`config.mk`:
```
export PLATFORM = sky130hd
export DESIGN_NAME = divsqrt_top
export DESIGN_NICKNAME = d
export VERILOG_FILES = /design/src/divsqrt_pkg.sv /design/src/divsqrt_datapath.sv /design/src/divsqrt_fsm.sv /design/src/divsqrt_top.sv /design/src/iter_counter.sv
export SDC_FILE = /design/constraint.sdc
export NUM_CORES = 1
export LEC_CHECK = 0
export ABC_CLOCK_PERIOD_IN_PS = 4800
export BUFFER_PORTS_ARGS = -buffer_cell sky130_fd_sc_hd__buf_2
export CAP_MARGIN = 20
export CORE_MARGIN = 2
export CORE_UTILIZATION = 55
export CTS_CLUSTER_DIAMETER = 50
export CTS_CLUSTER_SIZE = 14
export DETAILED_ROUTE_END_ITERATION = 8
export MAX_ROUTING_LAYER = met4
export PLACE_DENSITY = 0.8
export SYNTH_ARGS = -nofsm -noshare
export SYNTH_HDL_FRONTEND = slang
export SYNTH_SLANG_ARGS = --single-unit
```
`constraint.sdc`:
```
create_clock -name clk_i -period 4.8 [get_ports clk_i]
set_input_delay 0.48 -clock clk_i [delete_from_list [all_inputs] [get_ports clk_i]]
set_output_delay 0.48 -clock clk_i [all_outputs]
set_load 0.01 [all_outputs]
```
`src/divsqrt_pkg.sv`:
```
// divide / square-root unit shared definitions
// widths, iteration counts, opcode and state enums, request and response structs

package divsqrt_pkg;

  // --------------------
  // widths and counts
  // --------------------
  localparam int unsigned DATA_W    = 32; // operand and result width
  localparam int unsigned ITER_DIV  = 32; // one quotient bit per iteration
  localparam int unsigned ITER_SQRT = 16; // one root bit per iteration, two radicand bits
  localparam int unsigned CNT_W     = 6;  // must hold ITER_DIV
  localparam int unsigned TAG_W     = 4;  // request tag width

  // --------------------
  // enums
  // --------------------
  typedef enum logic {
    OP_DIV  = 1'b0, // unsigned a / b
    OP_SQRT = 1'b1  // floor(sqrt(a)), b ignored
  } op_e;

  typedef enum logic [1:0] {
    IDLE = 2'd0, // waiting for work
    BUSY = 2'd1, // iterating, or result offered for the first time
    HOLD = 2'd2  // result stalled by downstream
  } state_e;

  // --------------------
  // structs
  // --------------------
  typedef struct packed {
    logic dz; // divide by zero
    logic nx; // remainder nonzero
  } status_t;

  typedef struct packed {
    logic [DATA_W-1:0] a;    // dividend or radicand
    logic [DATA_W-1:0] b;    // divisor
    op_e               op;
    logic [TAG_W-1:0]  tag;
    logic              mask;
  } req_t;

  typedef struct packed {
    logic [DATA_W-1:0] result; // quotient or root
    status_t           status;
    logic [TAG_W-1:0]  tag;    // returned as requested
    logic              mask;
  } rsp_t;

endpackage

```
`src/divsqrt_datapath.sv`:
```
// iterative divide / square-root datapath
// restoring unsigned division and digit-by-digit integer square root, one bit per step

module divsqrt_datapath (
  input  logic               clk_i,
  input  logic               arst_n_i,
  input  logic               start_i,  // capture req_i
  input  logic               step_i,   // one iteration
  input  divsqrt_pkg::req_t  req_i,
  output divsqrt_pkg::op_e   op_o,     // opcode for the counter
  output divsqrt_pkg::rsp_t  rsp_o
);

  // --------------------
  // registers
  // --------------------
  logic [divsqrt_pkg::DATA_W-1:0] a_q;    // dividend / radicand, shifted out msb first
  logic [divsqrt_pkg::DATA_W-1:0] b_q;    // divisor
  logic [divsqrt_pkg::DATA_W-1:0] rem_q;  // partial remainder
  logic [divsqrt_pkg::DATA_W-1:0] res_q;  // quotient or root, bits shift in at lsb
  divsqrt_pkg::op_e               op_q;
  logic [divsqrt_pkg::TAG_W-1:0]  tag_q;
  logic                           mask_q;
  logic                           dz_q;   // division by zero seen at start

  // --------------------
  // iteration step
  // --------------------
  // two extra bits so both step kinds compare without overflow
  logic [divsqrt_pkg::DATA_W+1:0] rem_sh;  // remainder with next bit(s) brought down
  logic [divsqrt_pkg::DATA_W+1:0] trial;   // value to subtract
  logic [divsqrt_pkg::DATA_W+1:0] diff;
  logic                           fits;    // new result bit
  logic [divsqrt_pkg::DATA_W-1:0] a_nxt;
  logic [divsqrt_pkg::DATA_W-1:0] rem_nxt;
  logic [divsqrt_pkg::DATA_W-1:0] res_nxt;

  always_comb begin
    if (op_q == divsqrt_pkg::OP_DIV) begin
      // restoring division: one dividend bit into the remainder
      rem_sh = {1'b0, rem_q, a_q[divsqrt_pkg::DATA_W-1]};
      trial  = {2'b00, b_q};                                // b = 0 always fits -> all ones
      a_nxt  = {a_q[divsqrt_pkg::DATA_W-2:0], 1'b0};
    end else begin
      // square root: two radicand bits, try 4*root + 1
      rem_sh = {rem_q, a_q[divsqrt_pkg::DATA_W-1 -: 2]};
      trial  = {res_q, 2'b01};
      a_nxt  = {a_q[divsqrt_pkg::DATA_W-3:0], 2'b00};
    end
    fits    = (rem_sh >= trial);
    diff    = rem_sh - trial;
    // remainder stays below divisor or below 2*root+1, so the low word is enough
    rem_nxt = fits ? diff[divsqrt_pkg::DATA_W-1:0] : rem_sh[divsqrt_pkg::DATA_W-1:0];
    res_nxt = {res_q[divsqrt_pkg::DATA_W-2:0], fits};
  end

  // --------------------
  // operand registers
  // --------------------
  always_ff @(posedge clk_i) begin
    if (start_i) begin
      a_q <= req_i.a;
      b_q <= req_i.b;
    end else if (step_i) begin
      a_q <= a_nxt;              // consumed bits drop off the top
    end
  end

  // --------------------
  // result and sideband
  // --------------------
  always_ff @(posedge clk_i or negedge arst_n_i) begin
    if (!arst_n_i) begin
      rem_q  <= '0;
      res_q  <= '0;
      op_q   <= divsqrt_pkg::OP_DIV;
      tag_q  <= '0;
      mask_q <= 1'b0;
      dz_q   <= 1'b0;
    end else if (start_i) begin
      rem_q  <= '0;              // fresh operation
      res_q  <= '0;
      op_q   <= req_i.op;
      tag_q  <= req_i.tag;
      mask_q <= req_i.mask;
      dz_q   <= (req_i.op == divsqrt_pkg::OP_DIV) && (req_i.b == '0);
    end else if (step_i) begin
      rem_q <= rem_nxt;
      res_q <= res_nxt;
    end
    // otherwise everything holds, which keeps rsp_o stable while stalled
  end

  // counter loads on the start cycle, before op_q is written
  assign op_o = start_i ? req_i.op : op_q;

  // --------------------
  // response
  // --------------------
  assign rsp_o.result    = res_q;
  assign rsp_o.status.dz = dz_q;
  assign rsp_o.status.nx = |rem_q;  // inexact quotient / not a perfect square
  assign rsp_o.tag       = tag_q;
  assign rsp_o.mask      = mask_q;

endmodule

```
`src/divsqrt_fsm.sv`:
```
// divide / square-root control FSM
// input and output valid/ready handshakes, flush and busy indication

module divsqrt_fsm (
  input  logic clk_i,
  input  logic arst_n_i,
  // upstream handshake
  input  logic in_valid_i,
  output logic in_ready_o,
  // downstream handshake
  output logic out_valid_o,
  input  logic out_ready_i,
  // control
  input  logic flush_i,
  input  logic done_i,     // level from the iteration counter
  output logic start_o,    // to counter and datapath
  output logic busy_o
);

  divsqrt_pkg::state_e state_q, state_d;

  // --------------------
  // next state / outputs
  // --------------------
  always_comb begin
    // defaults
    in_ready_o  = 1'b0;
    out_valid_o = 1'b0;
    busy_o      = 1'b0;
    state_d     = state_q;

    unique case (state_q)
      divsqrt_pkg::IDLE: begin
        in_ready_o = 1'b1;                         // free, take anything
        if (in_valid_i) begin
          state_d = divsqrt_pkg::BUSY;
        end
      end

      divsqrt_pkg::BUSY: begin
        busy_o = 1'b1;                             // operation in flight
        if (done_i) begin
          out_valid_o = 1'b1;                      // offer the result
          if (out_ready_i) begin
            in_ready_o = 1'b1;                     // slot frees this cycle
            // back-to-back if a new request is waiting
            state_d = in_valid_i ? divsqrt_pkg::BUSY : divsqrt_pkg::IDLE;
          end else begin
            state_d = divsqrt_pkg::HOLD;           // downstream stalls
          end
        end
      end

      divsqrt_pkg::HOLD: begin
        busy_o      = 1'b1;
        out_valid_o = 1'b1;                        // result regs untouched until next start
        if (out_ready_i) begin
          in_ready_o = 1'b1;
          state_d    = in_valid_i ? divsqrt_pkg::BUSY : divsqrt_pkg::IDLE;
        end
      end

      default: begin
        state_d = divsqrt_pkg::IDLE;               // recover from illegal encoding
      end
    endcase

    // flush wins over everything
    if (flush_i) begin
      out_valid_o = 1'b0;                          // drop the pending result
      busy_o      = 1'b0;
      state_d     = divsqrt_pkg::IDLE;
    end
  end

  // a request offered together with flush is swallowed, never started
  assign start_o = in_valid_i & in_ready_o & ~flush_i;

  // --------------------
  // state register
  // --------------------
  always_ff @(posedge clk_i or negedge arst_n_i) begin
    if (!arst_n_i) begin
      state_q <= divsqrt_pkg::IDLE;
    end else begin
      state_q <= state_d;
    end
  end

endmodule

```
`src/divsqrt_top.sv`:
```
// divide / square-root unit top level
// control FSM, iteration counter and datapath

module divsqrt_top (
  input  logic               clk_i,
  input  logic               arst_n_i,
  // request side
  input  divsqrt_pkg::req_t  req_i,
  input  logic               in_valid_i,
  output logic               in_ready_o,
  input  logic               flush_i,
  // response side
  output divsqrt_pkg::rsp_t  rsp_o,
  output logic               out_valid_o,
  input  logic               out_ready_i,
  // operation in flight
  output logic               busy_o
);

  logic             start;  // accept with no flush
  logic             step;   // datapath iteration
  logic             done;   // result ready in datapath regs
  divsqrt_pkg::op_e op;     // opcode seen by the counter

  // --------------------
  // control
  // --------------------
  divsqrt_fsm u_fsm (
    .clk_i       (clk_i),
    .arst_n_i    (arst_n_i),
    .in_valid_i  (in_valid_i),
    .in_ready_o  (in_ready_o),
    .out_valid_o (out_valid_o),
    .out_ready_i (out_ready_i),
    .flush_i     (flush_i),
    .done_i      (done),
    .start_o     (start),
    .busy_o      (busy_o)
  );

  iter_counter u_cnt (
    .clk_i    (clk_i),
    .arst_n_i (arst_n_i),
    .start_i  (start),
    .flush_i  (flush_i),
    .op_i     (op),       // N = 32 div, 16 sqrt
    .step_o   (step),
    .done_o   (done)
  );

  // --------------------
  // datapath
  // --------------------
  divsqrt_datapath u_dp (
    .clk_i    (clk_i),
    .arst_n_i (arst_n_i),
    .start_i  (start),
    .step_i   (step),
    .req_i    (req_i),
    .op_o     (op),
    .rsp_o    (rsp_o)     // held until the next start
  );

endmodule

```
`src/iter_counter.sv`:
```
// iteration counter for the divide / square-root datapath
// loads the per-opcode count on start, steps the datapath and flags completion

module iter_counter (
  input  logic              clk_i,
  input  logic              arst_n_i,
  input  logic              start_i,
  input  logic              flush_i,
  input  divsqrt_pkg::op_e  op_i,    // valid on the start cycle
  output logic              step_o,  // one datapath iteration this cycle
  output logic              done_o   // held until next start or flush
);

  logic [divsqrt_pkg::CNT_W-1:0] cnt_q;   // iterations left
  logic [divsqrt_pkg::CNT_W-1:0] load_val;
  logic                          run_q;   // counting
  logic                          done_q;

  assign load_val = (op_i == divsqrt_pkg::OP_DIV) ? divsqrt_pkg::CNT_W'(divsqrt_pkg::ITER_DIV)
                                                  : divsqrt_pkg::CNT_W'(divsqrt_pkg::ITER_SQRT);

  always_ff @(posedge clk_i or negedge arst_n_i) begin
    if (!arst_n_i) begin
      cnt_q  <= '0;
      run_q  <= 1'b0;
      done_q <= 1'b0;
    end else if (flush_i) begin
      cnt_q  <= '0;        // abandon the operation
      run_q  <= 1'b0;
      done_q <= 1'b0;
    end else if (start_i) begin
      cnt_q  <= load_val;
      run_q  <= 1'b1;
      done_q <= 1'b0;      // previous result consumed
    end else if (run_q) begin
      if (cnt_q != '0) begin
        cnt_q <= cnt_q - 1'b1;
      end else begin
        run_q  <= 1'b0;    // all bits in, result settles here
        done_q <= 1'b1;
      end
    end
  end

  assign step_o = run_q & (cnt_q != '0);
  assign done_o = done_q;

endmodule

```
==> results of run 1 <==
## cells by family after synthesis
group	after synthesis	share of synthesized area
xor gates and xnor gates	25	0.0244
DFF	145	0.441
and+or+nand+nor	276	0.142
adders and majority gates	41	0.0581
AOI/OAI and AO/OA	246	0.162
buffers and inverters	76	0.0356
muxes	118	0.136
## worst max-delay path, delay by kind of cell, from the launching register on
family	cells	cell delay [ps]
compound gates	6	1170
fa+ha+maj	1	420
buf+inv	2	830
flops	1	740
mux	1	390
simple gates	2	510
## area by class of cell
| cell class | instances | share of cell area |
|---|---|---|
| clock buffers | 18 | 0.0417 |
| clock inverters | 14 | 0.0159 |
| inverters | 25 | 0.00935 |
| multi-input cells | 706 | 0.455 |
| flip-flops and latches | 145 | 0.384 |
| well taps | 216 | 0.0262 |
| repair buffers | 131 | 0.0678 |
## placed cells by master, fill, tap and decap left out, drive strengths merged, types with 11 or more instances in the layout
cell type | Yosys | layout
o21ai | 78 | 78
nand3 | 11 | 11
nand4 | 11 | 11
clkbuf | 33 | 18
nand2 | 152 | 152
mux2 | 32 | 32
a21oi | 95 | 95
mux2i | 86 | 86
nor2 | 38 | 38
a21o | 16 | 16
ha | 40 | 40
dfrtp | 81 | 81
buf | 18 | 130
inv | 24 | 27
nor4 | 21 | 21
xnor2 | 16 | 16
edfxtp | 64 | 64
## per-layer routing
metal,vias to the layer above,track usage
li1,3593,-
met1,3567,0.364
met2,289,0.414
met3,47,0.0532
met4,0,0.0972
met5,-,-
## sequential cells by signal, indices dropped and copies added, names as in the netlist
name / flops
u_dp.dz_q: 1
u_dp.b_q: 32
u_cnt.run_q: 1
u_cnt.done_o: 1
u_cnt.cnt_q: 6
u_dp.op_q: 1
u_fsm.state_q: 2
u_dp.tag_q: 4
u_dp.rem_q: 32
u_dp.a_q: 32
u_dp.res_q: 32
u_dp.mask_q: 1
## worst min path at each step
stage	depth (start not counted)	from	slack [ps]	to
final	1	req_i[23]	240	u_dp.b_q[17]
after CTS	1	req_i[23]	230	u_dp.b_q[17]
after global routing	1	req_i[25]	230	u_dp.b_q[19]
after detailed placement	1	arst_n_i	340	u_fsm.state_q[0]
after global placement	1	arst_n_i	340	u_fsm.state_q[1]
after floorplan	0	arst_n_i	180	u_cnt.cnt_q[0]
## through the flow
step           power, mW  setup WS, ps  instance area [µm²]  hold slack [ps]
6_report            6.62           600                10300              237
5_1_grt             7.05           256                10300              230
4_1_cts             6.57           587                10300              226
3_5_place_dp        5.18           618                 9700              343
3_3_place_gp        5.13           762                 9700              341
2_1_floorplan       4.45           668                 8960              184
## power by group
group | internal [mW] | switching [mW]
Combinational | 1.45 | 2.00
Clock | 0.816 | 0.542
Sequential | 1.58 | 0.233
==> metrics.cfg, run 1 <==
[hold_path]
min_path_type=in2reg

[final_layout]
area_delta_synth_final_pct=15.0
drive_above_1_share=0.199
diodes=0
multi_input_area_mm2=0.00469
utilization=0.648
seq_area_mm2=0.00395
fin_nets=1142
final-instance-count-excl-fill=1255
fillers=1333

[clocking]
cts_setup_buffers=0
cts_resized=0
cts_root_buffer=clkbuf_16
worstSkewPairLatency_ps=430
cts_made_buffers=17
clkSinkCount=145
ctsLongestPathBuffers=2
cts_tree=built
htreeDepth=4
clkTransAtPathRegs_ps=60
cts_hold_buffers=1

[flow_run]
max_cap_violations=0

[worst_setup_path]
critPathMaxStageDelay_ps=740
critPathKind=reg2reg
regToRegSetupSlack_ps=600
r2r-end=u_dp.rem_q[27]
crit_end=u_dp.rem_q[27]
start_kind=flip-flop
crit_top_cell=buf_4
reg2reg_depth=12
crit_arrival_ps=4550
r2r_start=u_dp.op_q
crit_start=u_dp.op_q
crit_slowest_cell=dfrtp_4
cp.required_ps=5150
worstSetupEndpointType=flip-flop
cp_max_fo=35
critical_path.cell_chain=buf_4, mux2_2, ha_1, nand3_1, nor4_4, o21ai_1, o2111a_1, a21o_2, a21oi_4, buf_4, o311ai_0, a21oi_1

[sta]
drv_slew=0
period_needed_ps=4200
hold_viol=0
setup_viol=0
skew_ps=13.2
fmax_ghz=0.238
tightest_slew_ps=932
tns_ps=0
rsz0062_at_grt=false
maxSlewHeadroom=0.379
post-route-period-util=0.875

[synthesis]
yosysMostFrequentCell=nand2_1
synth-seq-area-share=0.441
synth_cells=927
synth_edf_count=64
ys_seq_elements=145
synth_area_mm2=0.00896
post-synth-top-area-fraction=0.226
syn_nets=1043
synth_ff_type=dfrtp_1
syn-mean-instance-area_um2=9.66
synth_area_leaders=dfrtp_1 23%, edfxtp_1 21%, mux2i_1 9.6%
synth.distinct_cells=68
yosys.area.top_type=dfrtp_1
synth_common_cells=152 x nand2_1, 94 x a21oi_1, 86 x mux2i_1
yosys_warnings=0
async_flop_share=0.559

[detailed_routing]
ant_nets=0
topRoutingLayerUsed=met4
wl_met1_um=9920
drt-total-wl_um=22400
routed_via_density=5.97
route.detailed.drc=0
first_pass_iters=7
num_vias=7496
wl_per_cell_um=17.9
wl_met3_um=1510
wl_met2_um=10400
drt-initial-drc-count=619

[die]
initial_utilization=0.564
dieArea_mm2=0.0173
die_y_um=132
row_count=46
ioPinCount=117
core_mm2=0.0159
die_w_um=132

[power_and_ir_drop]
vdd.ir_drop.worst_uv=359
power_density_mw_per_mm2=642
leakage_nw=4.50

[placed_design]
dp_cells=1222
hpwl_um=15600
gp_congestion=0.981
portBuffers=116

[grt]
antenna_found_initial=0
grt_usage=0.272
grt-ovfl-total=0
grt_pass1_wl_um=36700
grt_pass1_vias=7235
grt_start_max_net_pins=90

[run_status]
status=finished, final reports clean

(Power assumes the default switching activity.)
==> inputs of run 2 (changes only) <==
--- a/config.mk
+++ b/config.mk
@@ -5,7 +5,7 @@
 export SDC_FILE = /design/constraint.sdc
 export NUM_CORES = 1
 export LEC_CHECK = 0
-export ABC_CLOCK_PERIOD_IN_PS = 4800
+export ABC_CLOCK_PERIOD_IN_PS = 4750
 export BUFFER_PORTS_ARGS = -buffer_cell sky130_fd_sc_hd__buf_2
 export CAP_MARGIN = 20
 export CORE_MARGIN = 2
@@ -13,6 +13,7 @@
 export CTS_CLUSTER_DIAMETER = 50
 export CTS_CLUSTER_SIZE = 14
 export DETAILED_ROUTE_END_ITERATION = 8
+export GPL_TIMING_DRIVEN = 0
 export MAX_ROUTING_LAYER = met4
 export PLACE_DENSITY = 0.8
 export SYNTH_ARGS = -nofsm -noshare
==> constraint.sdc (replaced) <==
create_clock -name clk_i -period 4.75 [get_ports clk_i]
set_input_delay 0.475 -clock clk_i [delete_from_list [all_inputs] [get_ports clk_i]]
set_output_delay 0.475 -clock clk_i [all_outputs]
set_load 0.01 [all_outputs]
==> run 2 against run 1 <==
Effect of this change:
- setup slack got worse by 390 ps
- critical path type unchanged
- design area increased by 2.0%
- non-clock buffer count increased by 39
- largest power group unchanged
- fmax decreased by 7.5%
- wire length increased by 12%
- largest cell class unchanged
- power increased by 4.0%
==> metrics.cfg, run 2 (same netlist as run 1, synthesis figures left out) <==
[run_status]
status=finished, final reports clean

[final_layout]
diodes=0
utilization=0.661
layout_commonest_cell=nand2_1
area_delta_synth_final_pct=17.3
fillers=1289
fin_nets=1181
mostFrequentLayoutCells=152 x nand2_1, 123 x buf_2, 93 x a21oi_1
drive_above_1_share=0.198

[sta]
hold_viol=0
fmax_ghz=0.220
tightest_slew_ps=861
drv_slew=0
tns_ps=0
setup_slack_ps=209
skew_ps=8.68
holdWs_ps=230
post-route-period-util=0.956
rsz0062_at_grt=false
period_needed_ps=4540
setup_viol=0
maxSlewHeadroom=0.426

[worst_setup_path]
critical_path.cell_chain=clkbuf_2, buf_1, mux2i_1, ha_1, nand2_1, o21ai_0, a22oi_1, o2111a_1, a21o_2, a21oi_4, buf_4, o21ai_0, a22o_1
cp.depth=13
cp_max_fo=10
critPathKind=reg2reg
crit_slowest_cell=buf_1
cp.required_ps=5060
critPathMaxStageDelay_ps=690
regToRegSetupSlack_ps=210
start_kind=flip-flop
cp_top_family=compound AO/OA/AOI/OAI gates
r2r-end=u_dp.rem_q[21]
reg2reg_depth=13
r2r_start=u_dp.op_q
worstSetupEndpointType=flip-flop
crit_top_cell=o21ai_0
cp_num_buf_inv=3
crit_arrival_ps=4860

[power_and_ir_drop]
power.switching_mw=2.94
swShare=0.428
clkPwrFrac=0.198
seq_power_share=0.260
p_int_mw=3.94
combPwrFrac=0.542
vdd.ir_drop.worst_uv=340
leakage_nw=4.57
power_density_mw_per_mm2=655

[die]
row_count=46
ioPinCount=117
die_w_um=132
die_y_um=132
core_mm2=0.0159
dieArea_mm2=0.0173
initial_utilization=0.564

[clocking]
clkTransAtPathRegs_ps=60
cts_tree=built
clkSinkCount=145
ctsLongestPathBuffers=2
htreeDepth=4
worstSkewPairLatency_ps=430
cts_root_buffer=clkbuf_16
cts_made_buffers=17
cts_setup_buffers=0

[placed_design]
portBuffers=116
gp_congestion=0.946
dp_slack_ps=-669
hpwl_um=18400

[detailed_routing]
wl_per_cell_um=19.4
first_pass_iters=5
route.detailed.drc=0
ant_nets=0
num_vias=7736
drt-total-wl_um=25000
drt-initial-drc-count=635
routed_via_density=5.98

[hold_path]
worstHoldStart=req_i[3]
hold_path_depth=3
holdPathEnd=u_dp.tag_q[2]
min_path_type=in2reg

[grt]
antenna_found_initial=0
grt_pass1_wl_um=40000
grt_usage=0.303
grt_start_max_net_pins=53
grt-ovfl-total=0
grt_pass1_vias=7605

[flow_run]
max_cap_violations=0

-- run 2: worst max path at each step --
| stage | slack (ps) | endpoint | start |
|---|---|---|---|
| 3_5_place_dp | -670 | u_dp.rem_q[31] | u_dp.op_q |
| 3_3_place_gp | -680 | u_dp.rem_q[21] | u_dp.op_q |
| 4_1_cts | 50 | u_dp.rem_q[21] | u_dp.op_q |
| 5_1_grt | 50 | u_dp.rem_q[23] | u_dp.op_q |
| 6_report | 210 | u_dp.rem_q[21] | u_dp.op_q |
| 2_1_floorplan | 620 | u_dp.rem_q[21] | u_dp.op_q |
-- run 2: metal layers --
layer / wire length [µm] / GRT usage
met5: 0 / -
met4: 901 / 0.127
met3: 2100 / 0.0756
met2: 11400 / 0.447
met1: 10600 / 0.400
-- run 2: worst reg2reg max path: stages, from the launching register on --
cell,delay (ps)
dfrtp_2,510
clkbuf_2,320
buf_1,690
mux2i_1,220
ha_1,410
nand2_1,160
o21ai_0,410
a22oi_1,240
o2111a_1,190
a21o_2,230
a21oi_4,410
buf_4,290
o21ai_0,150
a22o_1,190
-- run 2: power by group through the flow --
stage,Clock (mW),Combinational [mW],Sequential [mW]
6_report,1.36,3.73,1.79
2_1_floorplan,0,2.77,1.73
3_3_place_gp,0,3.53,1.78
5_1_grt,1.42,4.08,1.81
4_1_cts,1.36,3.65,1.77
3_5_place_dp,0,3.61,1.78
-- run 2: final cells by class --
type / instances / area [µm²] / area share
flip-flops and latches: 145 / 3950 / 0.376
plain buffers: 50 / 230 / 0.0219
clock inverters: 11 / 139 / 0.0132
clock buffers: 21 / 450 / 0.0429
repair buffers: 120 / 668 / 0.0636
inverters: 25 / 93.8 / 0.00893
well taps: 216 / 270 / 0.0257
multi-input cells: 706 / 4710 / 0.448
-- run 2: metrics by stage --
stage               instances  total power [mW]  area, µm²
floorplan                 927              4.50       8960
global placement         1259              5.31       9810
detailed placement       1262              5.39       9890
CTS                      1294              6.79      10500
global route             1294              7.31      10500
finish                   1294              6.88      10500
-- run 2: what timing repair did --
| action | in CTS | in global routing |
|---|---|---|
| pin swaps | 0 | 0 |
| setup endpoints to repair | 33 | 32 |
| endpoints found under the hold margin | 16 | 0 |
| hold buffers | 1 | 0 |
| gates resized for setup | 8 | 5 |
